$ cat config.mk
export PLATFORM = sky130hd
export DESIGN_NAME = ipic_top
export DESIGN_NICKNAME = d
export VERILOG_FILES = /design/src/rtl/ipic_pkg.sv /design/src/rtl/ipic_cfg_if.sv /design/src/rtl/ipic_line_detect.sv /design/src/rtl/ipic_pending.sv /design/src/rtl/ipic_regs.sv /design/src/rtl/ipic_service.sv /design/src/rtl/ipic_top.sv
export SDC_FILE = /design/constraint.sdc
export NUM_CORES = 1
export LEC_CHECK = 0
export BUFFER_PORTS_ARGS = -buffer_cell sky130_fd_sc_hd__buf_2
export CORE_ASPECT_RATIO = 0.8
export CORE_MARGIN = 8
export CORE_UTILIZATION = 32
export CTS_BUF_LIST = sky130_fd_sc_hd__clkbuf_4 sky130_fd_sc_hd__clkbuf_8
export DETAILED_ROUTE_END_ITERATION = 6
export PLACE_DENSITY = 0.56
export SYNTH_ARGS = -nofsm -noshare
export SYNTH_HDL_FRONTEND = slang
export SYNTH_HIERARCHICAL = 1
export SYNTH_SLANG_ARGS = --single-unit
$ cat constraint.sdc
create_clock -name clk -period 7.65 [get_ports clk]
set_input_delay 1.53 -clock clk [delete_from_list [all_inputs] [get_ports clk]]
set_output_delay 1.53 -clock clk [all_outputs]
set_load 0.01 [all_outputs]
$ cat src/rtl/ipic_pkg.sv
// Shared sizes, types, register map and ICSR layout for the 16-line interrupt controller
package ipic_pkg;

    // ------------------------------
    // Sizes
    // ------------------------------
    localparam int IRQ_NUM   = 16;
    localparam int IRQ_IDX_W = 4;
    // One extra bit so the void vector fits
    localparam int VECT_W    = IRQ_IDX_W + 1;
    localparam int XLEN      = 32;

    // Per-line bit vector and line index
    typedef logic [IRQ_NUM-1:0]   irq_vec_t;
    typedef logic [IRQ_IDX_W-1:0] irq_idx_t;
    // Vector number, top bit set means void
    typedef logic [VECT_W-1:0]    vect_t;

    // Nothing in service
    localparam vect_t VOID_VECT = vect_t'(16);

    // ------------------------------
    // Register address map
    // ------------------------------
    typedef enum logic [2:0] {
        ADDR_CISV = 3'd0,
        ADDR_RSVD = 3'd1,
        ADDR_IPR  = 3'd2,
        ADDR_ISVR = 3'd3,
        ADDR_EOI  = 3'd4,
        ADDR_SOI  = 3'd5,
        ADDR_IDX  = 3'd6,
        ADDR_ICSR = 3'd7
    } ipic_addr_e;

    // ------------------------------
    // ICSR bit positions
    // ------------------------------
    localparam int ICSR_IP      = 0;
    localparam int ICSR_IE      = 1;
    localparam int ICSR_IM      = 2;
    localparam int ICSR_INV     = 3;
    localparam int ICSR_IS      = 4;
    // Privilege field, fixed to machine mode
    localparam int ICSR_PRV_LSB = 8;
    localparam int PRV_W        = 2;
    localparam logic [PRV_W-1:0] PRV_M = 2'd3;
    // Line number field
    localparam int ICSR_LN_LSB  = 16;

endpackage

$ cat src/rtl/ipic_cfg_if.sv
// Configuration and command strobes from the IPIC register block to the interrupt logic
`timescale 1ns/1ps

interface ipic_cfg_if;

    // Per-line configuration registers
    ipic_pkg::irq_vec_t ier;
    // Mode per line, 1 = edge, 0 = level
    ipic_pkg::irq_vec_t imr;
    ipic_pkg::irq_vec_t iinvr;

    // One-cycle pending clear vector
    ipic_pkg::irq_vec_t ipr_clr_req;

    // One-cycle command strobes
    logic soi_wr;
    logic eoi_wr;

    // Register block side
    modport cfg_src (
        output ier, imr, iinvr,
        output ipr_clr_req,
        output soi_wr, eoi_wr
    );

    // Pending and service side
    modport cfg_dst (
        input ier, imr, iinvr,
        input ipr_clr_req,
        input soi_wr, eoi_wr
    );

endinterface

$ cat src/rtl/ipic_line_detect.sv
// Two-flop synchronizer for the IPIC lines with per-line inversion and edge detection
`timescale 1ns/1ps

module ipic_line_detect (
    input  logic               clk,
    input  logic               rst_n,
    input  ipic_pkg::irq_vec_t irq_lines_i,
    input  ipic_pkg::irq_vec_t iinvr_i,
    output ipic_pkg::irq_vec_t irq_lvl_o,
    output ipic_pkg::irq_vec_t irq_edge_o
);

    import ipic_pkg::*;

    // Synchronizer stages
    irq_vec_t sync_q1;
    irq_vec_t sync_q2;
    // Previous synchronized value
    irq_vec_t lines_dly_q;

    // ------------------------------
    // Synchronizer and delay stage
    // ------------------------------
    always_ff @(posedge clk or negedge rst_n) begin
        if (!rst_n) begin
            sync_q1     <= '0;
            sync_q2     <= '0;
            lines_dly_q <= '0;
        end else begin
            sync_q1     <= irq_lines_i;
            sync_q2     <= sync_q1;
            lines_dly_q <= sync_q2;
        end
    end

    // ------------------------------
    // Level and edge
    // ------------------------------
    // Active level after inversion
    assign irq_lvl_o  = sync_q2 ^ iinvr_i;

    // Any change, kept only when the new level is active
    assign irq_edge_o = (sync_q2 ^ lines_dly_q) & irq_lvl_o;

endmodule

$ cat src/rtl/ipic_pending.sv
// Interrupt pending register of the IPIC with level, edge and clear rules
`timescale 1ns/1ps

module ipic_pending (
    input  logic                 clk,
    input  logic                 rst_n,
    ipic_cfg_if.cfg_dst          cfg,
    input  ipic_pkg::irq_vec_t   irq_lvl_i,
    input  ipic_pkg::irq_vec_t   irq_edge_i,
    input  logic                 start_i,
    input  ipic_pkg::irq_idx_t   start_idx_i,
    output ipic_pkg::irq_vec_t   ipr_o
);

    import ipic_pkg::*;

    irq_vec_t ipr_q;
    irq_vec_t ipr_next;
    // Bits asked to clear this cycle
    irq_vec_t clr_req;
    // Bits allowed to clear
    irq_vec_t clr_cond;

    // ------------------------------
    // Clear request
    // ------------------------------
    // Register writes plus the line being started by SOI
    always_comb begin
        clr_req = cfg.ipr_clr_req;
        if (start_i) begin
            clr_req[start_idx_i] = 1'b1;
        end
    end

    // Active level lines hold in level mode
    assign clr_cond = ~irq_lvl_i | cfg.imr;

    // ------------------------------
    // Next state per line
    // ------------------------------
    always_comb begin
        for (int i = 0; i < IRQ_NUM; i++) begin
            if (clr_req[i] && clr_cond[i]) begin
                ipr_next[i] = 1'b0;
            end else if (!cfg.imr[i]) begin
                // Level mode follows the line
                ipr_next[i] = irq_lvl_i[i];
            end else begin
                // Edge mode is sticky
                ipr_next[i] = ipr_q[i] | irq_edge_i[i];
            end
        end
    end

    always_ff @(posedge clk or negedge rst_n) begin
        if (!rst_n) begin
            ipr_q <= '0;
        end else begin
            ipr_q <= ipr_next;
        end
    end

    assign ipr_o = ipr_q;

endmodule

$ cat src/rtl/ipic_regs.sv
// Register block of the IPIC with address decode, read mux and per-line configuration
`timescale 1ns/1ps

module ipic_regs (
    input  logic                          clk,
    input  logic                          rst_n,
    input  logic                          r_req_i,
    input  logic                          w_req_i,
    input  ipic_pkg::ipic_addr_e          addr_i,
    input  logic [ipic_pkg::XLEN-1:0]     wdata_i,
    output logic [ipic_pkg::XLEN-1:0]     rdata_o,
    ipic_cfg_if.cfg_src                   cfg,
    input  ipic_pkg::irq_vec_t            ipr_i,
    input  ipic_pkg::irq_vec_t            isvr_i,
    input  ipic_pkg::vect_t               cisv_i
);

    import ipic_pkg::*;

    // Write strobes
    logic idx_wr;
    logic icsr_wr;
    logic ipr_wr;

    // Index register and per-line configuration
    irq_idx_t idx_q;
    irq_vec_t ier_q;
    irq_vec_t imr_q;
    irq_vec_t iinvr_q;

    // ------------------------------
    // Write decode
    // ------------------------------
    always_comb begin
        idx_wr     = 1'b0;
        icsr_wr    = 1'b0;
        ipr_wr     = 1'b0;
        cfg.soi_wr = 1'b0;
        cfg.eoi_wr = 1'b0;
        if (w_req_i) begin
            case (addr_i)
                ADDR_IDX:  idx_wr     = 1'b1;
                ADDR_ICSR: icsr_wr    = 1'b1;
                ADDR_IPR:  ipr_wr     = 1'b1;
                ADDR_SOI:  cfg.soi_wr = 1'b1;
                ADDR_EOI:  cfg.eoi_wr = 1'b1;
                // CISV and ISVR are read-only and reserved is ignored
                default: begin
                end
            endcase
        end
    end

    // IPR write is one-to-clear and ICSR clears only the indexed line
    always_comb begin
        cfg.ipr_clr_req = '0;
        if (ipr_wr) begin
            cfg.ipr_clr_req = wdata_i[IRQ_NUM-1:0];
        end else if (icsr_wr) begin
            cfg.ipr_clr_req[idx_q] = wdata_i[ICSR_IP];
        end
    end

    // ------------------------------
    // Registers
    // ------------------------------
    always_ff @(posedge clk or negedge rst_n) begin
        if (!rst_n) begin
            idx_q <= '0;
        end else if (idx_wr) begin
            idx_q <= wdata_i[IRQ_IDX_W-1:0];
        end
    end

    // Configuration bits of the line at IDX
    always_ff @(posedge clk or negedge rst_n) begin
        if (!rst_n) begin
            ier_q   <= '0;
            imr_q   <= '0;
            iinvr_q <= '0;
        end else if (icsr_wr) begin
            ier_q[idx_q]   <= wdata_i[ICSR_IE];
            imr_q[idx_q]   <= wdata_i[ICSR_IM];
            iinvr_q[idx_q] <= wdata_i[ICSR_INV];
        end
    end

    assign cfg.ier   = ier_q;
    assign cfg.imr   = imr_q;
    assign cfg.iinvr = iinvr_q;

    // ------------------------------
    // Read mux
    // ------------------------------
    always_comb begin
        rdata_o = '0;
        if (r_req_i) begin
            case (addr_i)
                ADDR_CISV: rdata_o = XLEN'(cisv_i);
                ADDR_IPR:  rdata_o = XLEN'(ipr_i);
                ADDR_ISVR: rdata_o = XLEN'(isvr_i);
                ADDR_IDX:  rdata_o = XLEN'(idx_q);
                ADDR_ICSR: begin
                    rdata_o[ICSR_IP]  = ipr_i[idx_q];
                    rdata_o[ICSR_IE]  = ier_q[idx_q];
                    rdata_o[ICSR_IM]  = imr_q[idx_q];
                    rdata_o[ICSR_INV] = iinvr_q[idx_q];
                    rdata_o[ICSR_IS]  = isvr_i[idx_q];
                    rdata_o[ICSR_PRV_LSB +: PRV_W]    = PRV_M;
                    rdata_o[ICSR_LN_LSB +: IRQ_IDX_W] = idx_q;
                end
                // Command and reserved addresses read zero
                default: rdata_o = '0;
            endcase
        end
    end

    // Single access per cycle on the bus
    a_no_rw_overlap: assert property (@(posedge clk) disable iff (!rst_n)
        !(r_req_i && w_req_i));

endmodule

$ cat src/rtl/ipic_service.sv
// Priority selection, in-service tracking and the machine interrupt request of the IPIC
`timescale 1ns/1ps

module ipic_service (
    input  logic                 clk,
    input  logic                 rst_n,
    ipic_cfg_if.cfg_dst          cfg,
    input  ipic_pkg::irq_vec_t   ipr_i,
    output ipic_pkg::irq_vec_t   isvr_o,
    output ipic_pkg::vect_t      cisv_o,
    output logic                 start_o,
    output ipic_pkg::irq_idx_t   start_idx_o,
    output logic                 irq_m_req_o
);

    import ipic_pkg::*;

    // Lowest set index wins, void when empty
    function automatic vect_t find_lowest(input irq_vec_t v);
        vect_t res;
        res = VOID_VECT;
        for (int i = IRQ_NUM - 1; i >= 0; i--) begin
            if (v[i]) begin
                res = vect_t'(i);
            end
        end
        return res;
    endfunction

    irq_vec_t isvr_q;
    vect_t    cisv_q;

    // Pending and enabled lines
    irq_vec_t req_v;
    vect_t    req_vect;
    logic     req_vd;
    irq_idx_t req_idx;

    // Current vector in service
    logic     serv_vd;
    irq_idx_t serv_idx;

    // ISVR without the current bit, used on EOI
    irq_vec_t isvr_rest;
    vect_t    resume_vect;
    logic     eoi_act;

    // ------------------------------
    // Selection
    // ------------------------------
    assign req_v    = ipr_i & cfg.ier;
    assign req_vect = find_lowest(req_v);
    assign req_vd   = ~req_vect[VECT_W-1];
    assign req_idx  = req_vect[IRQ_IDX_W-1:0];

    assign serv_vd  = ~cisv_q[VECT_W-1];
    assign serv_idx = cisv_q[IRQ_IDX_W-1:0];

    always_comb begin
        isvr_rest = isvr_q;
        if (serv_vd) begin
            isvr_rest[serv_idx] = 1'b0;
        end
    end

    assign resume_vect = find_lowest(isvr_rest);

    // Preempt only with a strictly higher priority line
    assign irq_m_req_o = req_vd & (~serv_vd | (req_idx < serv_idx));

    // SOI only takes effect with a request up
    assign start_o     = cfg.soi_wr & irq_m_req_o;
    assign start_idx_o = req_idx;
    assign eoi_act     = cfg.eoi_wr & serv_vd;

    // ------------------------------
    // ISVR and CISV
    // ------------------------------
    always_ff @(posedge clk or negedge rst_n) begin
        if (!rst_n) begin
            isvr_q <= '0;
            cisv_q <= VOID_VECT;
        end else if (start_o) begin
            isvr_q[req_idx] <= 1'b1;
            cisv_q          <= req_vect;
        end else if (eoi_act) begin
            isvr_q <= isvr_rest;
            cisv_q <= resume_vect;
        end
    end

    assign isvr_o = isvr_q;
    assign cisv_o = cisv_q;

    // ------------------------------
    // Checks
    // ------------------------------
    // Started line must be pending in the IPR and enabled
    a_start_pending: assert property (@(posedge clk) disable iff (!rst_n)
        start_o |-> (ipr_i[start_idx_o] && cfg.ier[start_idx_o]));

    // CISV holds a real line or the void vector
    a_cisv_legal: assert property (@(posedge clk) disable iff (!rst_n)
        (cisv_q < IRQ_NUM) || (cisv_q == VOID_VECT));

endmodule

$ cat src/rtl/ipic_top.sv
// Top level of the 16-line programmable interrupt controller
`timescale 1ns/1ps

module ipic_top (
    input  logic                      clk,
    input  logic                      rst_n,

    // Asynchronous interrupt lines
    input  ipic_pkg::irq_vec_t        irq_lines_i,

    // Register port, single-cycle strobes
    input  logic                      r_req_i,
    input  logic                      w_req_i,
    input  logic [2:0]                addr_i,
    input  logic [ipic_pkg::XLEN-1:0] wdata_i,
    output logic [ipic_pkg::XLEN-1:0] rdata_o,

    // Machine interrupt request
    output logic                      irq_m_req_o
);

    import ipic_pkg::*;

    ipic_addr_e addr;

    // Line detection to pending
    irq_vec_t irq_lvl;
    irq_vec_t irq_edge;

    // Status back to the register block
    irq_vec_t ipr;
    irq_vec_t isvr;
    vect_t    cisv;

    // SOI hand-off to pending
    logic     start;
    irq_idx_t start_idx;

    assign addr = ipic_addr_e'(addr_i);

    ipic_cfg_if cfg_if ();

    // ------------------------------
    // Instances
    // ------------------------------
    ipic_line_detect u_line_detect (
        .clk         (clk),
        .rst_n       (rst_n),
        .irq_lines_i (irq_lines_i),
        .iinvr_i     (cfg_if.iinvr),
        .irq_lvl_o   (irq_lvl),
        .irq_edge_o  (irq_edge)
    );

    ipic_pending u_pending (
        .clk         (clk),
        .rst_n       (rst_n),
        .cfg         (cfg_if.cfg_dst),
        .irq_lvl_i   (irq_lvl),
        .irq_edge_i  (irq_edge),
        .start_i     (start),
        .start_idx_i (start_idx),
        .ipr_o       (ipr)
    );

    ipic_service u_service (
        .clk         (clk),
        .rst_n       (rst_n),
        .cfg         (cfg_if.cfg_dst),
        .ipr_i       (ipr),
        .isvr_o      (isvr),
        .cisv_o      (cisv),
        .start_o     (start),
        .start_idx_o (start_idx),
        .irq_m_req_o (irq_m_req_o)
    );

    ipic_regs u_regs (
        .clk     (clk),
        .rst_n   (rst_n),
        .r_req_i (r_req_i),
        .w_req_i (w_req_i),
        .addr_i  (addr),
        .wdata_i (wdata_i),
        .rdata_o (rdata_o),
        .cfg     (cfg_if.cfg_src),
        .ipr_i   (ipr),
        .isvr_i  (isvr),
        .cisv_i  (cisv)
    );

endmodule

# Yosys cells after proc, flatten, opt, wreduce, memory -nomap -nowiden
# Cells that the tools add are included.
# op_classes
order_cmp,7
eq_ne,6
muxes,107
n_bitwise,33
reduce_logical,21
# ops
cell,n
5-bit 2-to-1 mux,34
16-bit 2-to-1 mux,6
16-bit bitwise AND,4
1-bit 2-to-1 mux,50
16-bit bitwise mux,3
16-bit bitwise OR,3
16-bit NOT,2
16-bit XOR,2
5-bit case mux with 5 select lines,1
1-bit binary-select mux with 4-bit select,5
20-bit 2-to-1 mux,1
1-bit logical AND,19
1-bit bitwise OR,17
"4-bit by 5-bit less-than comparator with 1-bit output, second input constant",3
1-bit demux with 4-bit select,3
"3-bit == test, second input constant",4
"4-bit by 1-bit greater-or-equal comparator with 1-bit output, second input constant",3
6-bit case mux with 2 select lines,1
"3-bit by 2-bit == test with 1-bit output, second input constant",2
2-bit case mux with 3 select lines,1
3-bit case mux with 2 select lines,1
4-bit less-than comparator,1
4-bit 2-to-1 mux,1
1-bit bitwise AND,3
other kinds (3),4
# word_totals
reg_bits,137
in_bits,55
out_inout_bits,33
word_cells,184

# Longest topological paths before layout
# depth
ltp_word,25
depth_mapped,16
ltp_nobuf,15

# Modules after synthesis
# Netlist, hierarchy kept.
# by_module_without_submodules
module,instances,cells_per_inst,area_per_inst_um2,seq_area_each_um2
ipic_regs,1,296,3425.8,1301.2
ipic_service,1,230,1788.0,526.8
ipic_line_detect,1,112,1701.6,1201.2
ipic_pending,1,103,858.3,400.4

# Worst setup path before layout
# OpenSTA, ideal clock, no wires.
# synth_timing
path_kind,reg2out
startpoint,"register u_pending.ipr_q[12], in the netlist u_pending/ipr_o[12]"
endpoint,output port irq_m_req_o
arrival_time_ns,2.561
required_ns,6.120
setup_slack_ns,3.559
path_stages_with_launch,11
path_buffers,0
cell_sequence,dfrtp_1 -> a22o_1 -> o211ai_1 -> nand3_1 -> a31oi_1 -> ha_1 -> o21ai_1 -> a211oi_1 -> and3_1 -> nand3_1 -> o211a_1
# synth_between
elab_chain_cells,17
elab_cells_between_ends,18
cone_classes,order compare: 1; mux: 13; bitwise: 4
# synth_lines
element,line_no,rtl
start: declaration,ipic_pending.sv:17,irq_vec_t ipr_q;
start signal: assignment,ipic_pending.sv:59,ipr_q <= ipr_next;
16-bit bitwise AND,ipic_service.sv:51,assign req_v = ipr_i & cfg.ier;
5-bit 2-to-1 mux (13 in a row),ipic_service.sv:23,if (v[i]) begin
named net start_idx[1],ipic_top.sv:37,irq_idx_t start_idx;
4-bit less-than comparator,ipic_service.sv:69,assign irq_m_req_o = req_vd & (~serv_vd | (req_idx < serv_idx));
1-bit bitwise OR,ipic_service.sv:69,
1-bit bitwise AND,ipic_service.sv:69,
end: declaration,ipic_top.sv:19,output logic irq_m_req_o
# The timed path passes the listed nets, and every way through them passes these cells.

# Worst setup path after layout
# layout_timing
startpoint,"register u_pending.ipr_q[9], in the netlist u_pending/ipr_o[9]"
endpoint,output port irq_m_req_o
# layout_between
elab_chain_cells,14
elab_cells_between_ends,15
cone_classes,order compare: 1; mux: 10; bitwise: 4
# layout_lines
element,line_no
16-bit bitwise AND,ipic_service.sv:51
5-bit 2-to-1 mux (10 in a row),ipic_service.sv:23
named net start_idx[3],ipic_top.sv:37
4-bit less-than comparator,ipic_service.sv:69
1-bit bitwise OR,ipic_service.sv:69
1-bit bitwise AND,ipic_service.sv:69
# The timed path passes the listed nets, and every way through them passes these cells.

==> impl_summary.txt <==
----------------------------------------------------
[Finish]
  Area of the multi-input gates ... 0.00399 sq mm
  Seq. cell area ... 0.00343 sq mm
  Fraction of final layout cells sized beyond drive strength 1 ... 25.5%
  Fill cell instance count of the final layout ... 2,491
  Final net count ... 849
  Ant diodes ... 0
  Fin util ... 36.0%
  Area overhead of the layout relative to synthesis ... 11.6%

[Logic synthesis]
  Most instantiated flip-flop cell in the synthesis netlist ... dfrtp_1
  Gate Count Post-Synth ... 741
  Total of flip-flops plus latches after synthesis ... 137
  Top-area cell type share of the netlist area ... 43.8%
  Yosys warns ... 6
  Post-synth design cell area ... 0.00777 sq mm
  Average cell area after synthesis ... 10.5 sq um
  Number of enable-type register cells in the synthesized netlist ... 0
  Cell taking the most area after synthesis ... dfrtp_1
  Share of the yosys chip area belonging to registers ... 44.1%
  Number of distinct library cell variants in the gate-level netlist after synthesis ... 72
  Top cells by count, synth ... dfrtp_1, mux2_2, nand2_1
  Dominant cells by area after synthesis ... dfrtp_1, mux2_2, mux4_2
  FFs w/ async S/R, synth ... 100%
  Top-count cell post-synth ... dfrtp_1

[Timing]
  Achievable Freq ... 207 MHz
  Minimum clock period after layout ... 4.83 ns
  Count of final setup violators ... 0
  Slew @ Worst Pin ... 1.09 ns
  Setup TNS after final layout ... 0 ns
  Final hold violation count ... 0
  Max-slew violation count ... 0
  Unrepaired setup endpoints after global routing ... false
  Period Utilization, post-route ... 63.2%
  Max-Slew Margin vs Limit ... 27.4%
  Final clock skew ... 0.0141 ns

[Clocking]
  Clock-pin slew on the worst setup and hold paths ... 0.08 ns
  CTS tree ... built
  Number of H-tree branching levels ... 4
  Root buffer cell ... clkbuf_8
  Inserted Clock Buffers ... 17
  Total clock sinks ... 137
  Hold bufs inserted after CTS ... 0
  Worst-skew pair later-pin latency ... 0.46 ns
  Cts repair resizes ... 0
  Clk buf depth ... 2
  Buffers inserted during post-CTS setup optimization ... 0

[Placed design]
  Final Wtd Congestion ... 0.913
  Number of port buffers ... 59
  Hpwl dp ... 16,800 um

[Setup path]
  Launching element of the worst setup path ... u_pending/ipr_o[9]$_DFF_PN0_
  Data required time at the worst endpoint ... 6.12 ns
  Setup crit end kind ... output port
  Class of the most critical setup path ... register to output port
  Type of element launching the critical path ... register
  Endpoint arrival time on the critical path ... 3.30 ns
  Critical-path maximum fanout ... 5
  FF-to-FF Start ... u_pending/ipr_o[9]$_DFF_PN0_

[Drt]
  Violation count after the first detailed-routing iteration ... 769
  Detail-routed via count per cell ... 5.47
  DRC violation count after routing ... 0
  Via count ... 6,139
  Average wire per standard cell ... 20.4 um
  Antenna-violating nets left ... 0
  M1 WL ... 10,900 um
  Number of optimization iterations in the first detailed-route pass ... 6
  Highest metal used ... met4
  Total Wirelength ... 22,900 um
  Routed wl met3 ... 1970 um
  Met2 wire length ... 9630 um

[GRT]
  Antenna violations before repair ... 0
  First-pass GRT wire length ... 35,400 um
  Via count of the first global-routing pass ... 5,935
  Overall Global Routing Usage ... 15.6%
  Global route overflow ... 0
  Maximum number of pins on one net before global-route repair ... 84

[Die]
  Num ports ... 88
  Die Ht ... 155 um
  Die Outline Area ... 0.0296 sq mm
  FP Rows ... 51
  Area inside the core boundary ... 0.0241 sq mm
  Overall die width ... 190 um
  Initial core utilization ... 32.2%

[Power and ir drop]
  Maximum VDD drop ... 0.000126 V
  Final total power ... 2.34 mW
  Static Leakage ... 3.73 nW
  Power per cell area ... 270 mW/mm^2

[Hold path]
  Worst Hold Launch ... u_line_detect/sync_q1[7]$_DFF_PN0_
  Min-delay worst type ... register to register

[Status]
  Run status ... complete, no violations

[Job]
  Number of max-cap violations ... 0

----------------------------------------------------
-- kinds of logic (layout without fill, tap and decap cells) --
group           Yosys count  in the layout  share of synthesized area, %
mux                      93             93                          16.1
fa+ha+maj                 3              3                         0.483
simple gates            243            243                          17.4
other cells               1             12                        0.0482
buf+inv                  88            140                          5.23
flops                   137            137                          44.1
xor+xnor                 16             16                          1.80
compound gates          160            160                          14.8
-- worst max-delay path, cell delays in order (launching register included) --
cell and delay, ns:
dfrtp_1 0.53, a22oi_1 0.30, nand3_1 0.20, nand2b_1 0.23, nand2_1 0.13, inv_1 0.11, ha_1 0.30, nor2_1 0.04
a211oi_1 0.27, and3_1 0.20, nand3_1 0.17, o211a_1 0.21, buf_2 0.15
-- sequential cells by signal (all words and copies together) (netlist names) --
register	cells
u_line_detect/sync_q1	16
u_line_detect/lines_dly_q	16
u_pending/ipr_o	16
u_service/cisv_o	5
u_service/isvr_o	16
u_regs/idx_q	4
u_regs/cfg.iinvr	16
u_line_detect/sync_q2	16
u_regs/cfg.ier	16
u_regs/cfg.imr	16
-- power by group --
part | internal (mW) | total [mW] | switching, mW | leakage, nW
clock network | 0.238 | 0.553 | 0.315 | 0.168
logic | 0.326 | 0.760 | 0.433 | 1.86
registers | 0.831 | 1.03 | 0.199 | 1.70
total | 1.40 | 2.34 | 0.948 | 3.73
-- per-layer routing --
layer | GRT usage (%) | vias to the layer above
met1 | 23.1 | 3038
met4 | 4.68 | 0
met3 | 4.05 | 29
met2 | 21.9 | 279
li1 | - | 2793
met5 | 0 | -
-- placed cells by master, fill, tap and decap left out, drive strengths merged, types with 18 or more instances in the layout --
master	n
inv	47
nand2	50
nand3b	21
o21ai	56
clkbuf	19
o211ai	22
mux4	20
mux2	57
nor2	52
buf	64
nand3	18
o22ai	20
dfrtp	136
nand2b	30
-- area by class of cell --
class | count | area share, %
multi-input cells | 527 | 46.0
clock inverters | 13 | 1.11
clock buffers | 19 | 2.94
flip-flops and latches | 137 | 39.5
inverters | 44 | 1.90
repair buffers | 64 | 3.91
well taps | 318 | 4.59
-- worst paths after layout --
| check | to | slack, ns | cells past startpoint |
|---|---|---|---|
| max in group asynchronous | u_line_detect/lines_dly_q[2]$_DFF_PN0_ | 5.32 | 2 |
| hold reg to reg | u_line_detect/sync_q2[7]$_DFF_PN0_ | 0.35 | 0 |
| setup reg to reg | u_pending/ipr_o[4]$_DFF_PN0_ | 3.41 | 14 |
| min in group asynchronous | u_line_detect/sync_q1[15]$_DFF_PN0_ | 1.08 | 1 |
| setup / recovery | irq_m_req_o | 2.82 | 12 |
| hold / removal | u_line_detect/sync_q2[7]$_DFF_PN0_ | 0.35 | 0 |
-- stage by stage --
stage                     setup slack, ns  instance area, sq um  instances  hold WS, ns
after floorplan                      3.56                  7820        752        0.331
final                                2.82                  8680       1122        0.351
after CTS                            2.84                  8680       1122        0.344
after global routing                 2.49                  8680       1122        0.353
after detailed placement             2.94                  8330       1090        0.335
after global placement               3.00                  8330       1090        0.331
No activity file was read; power rests on OpenSTA's default activity.
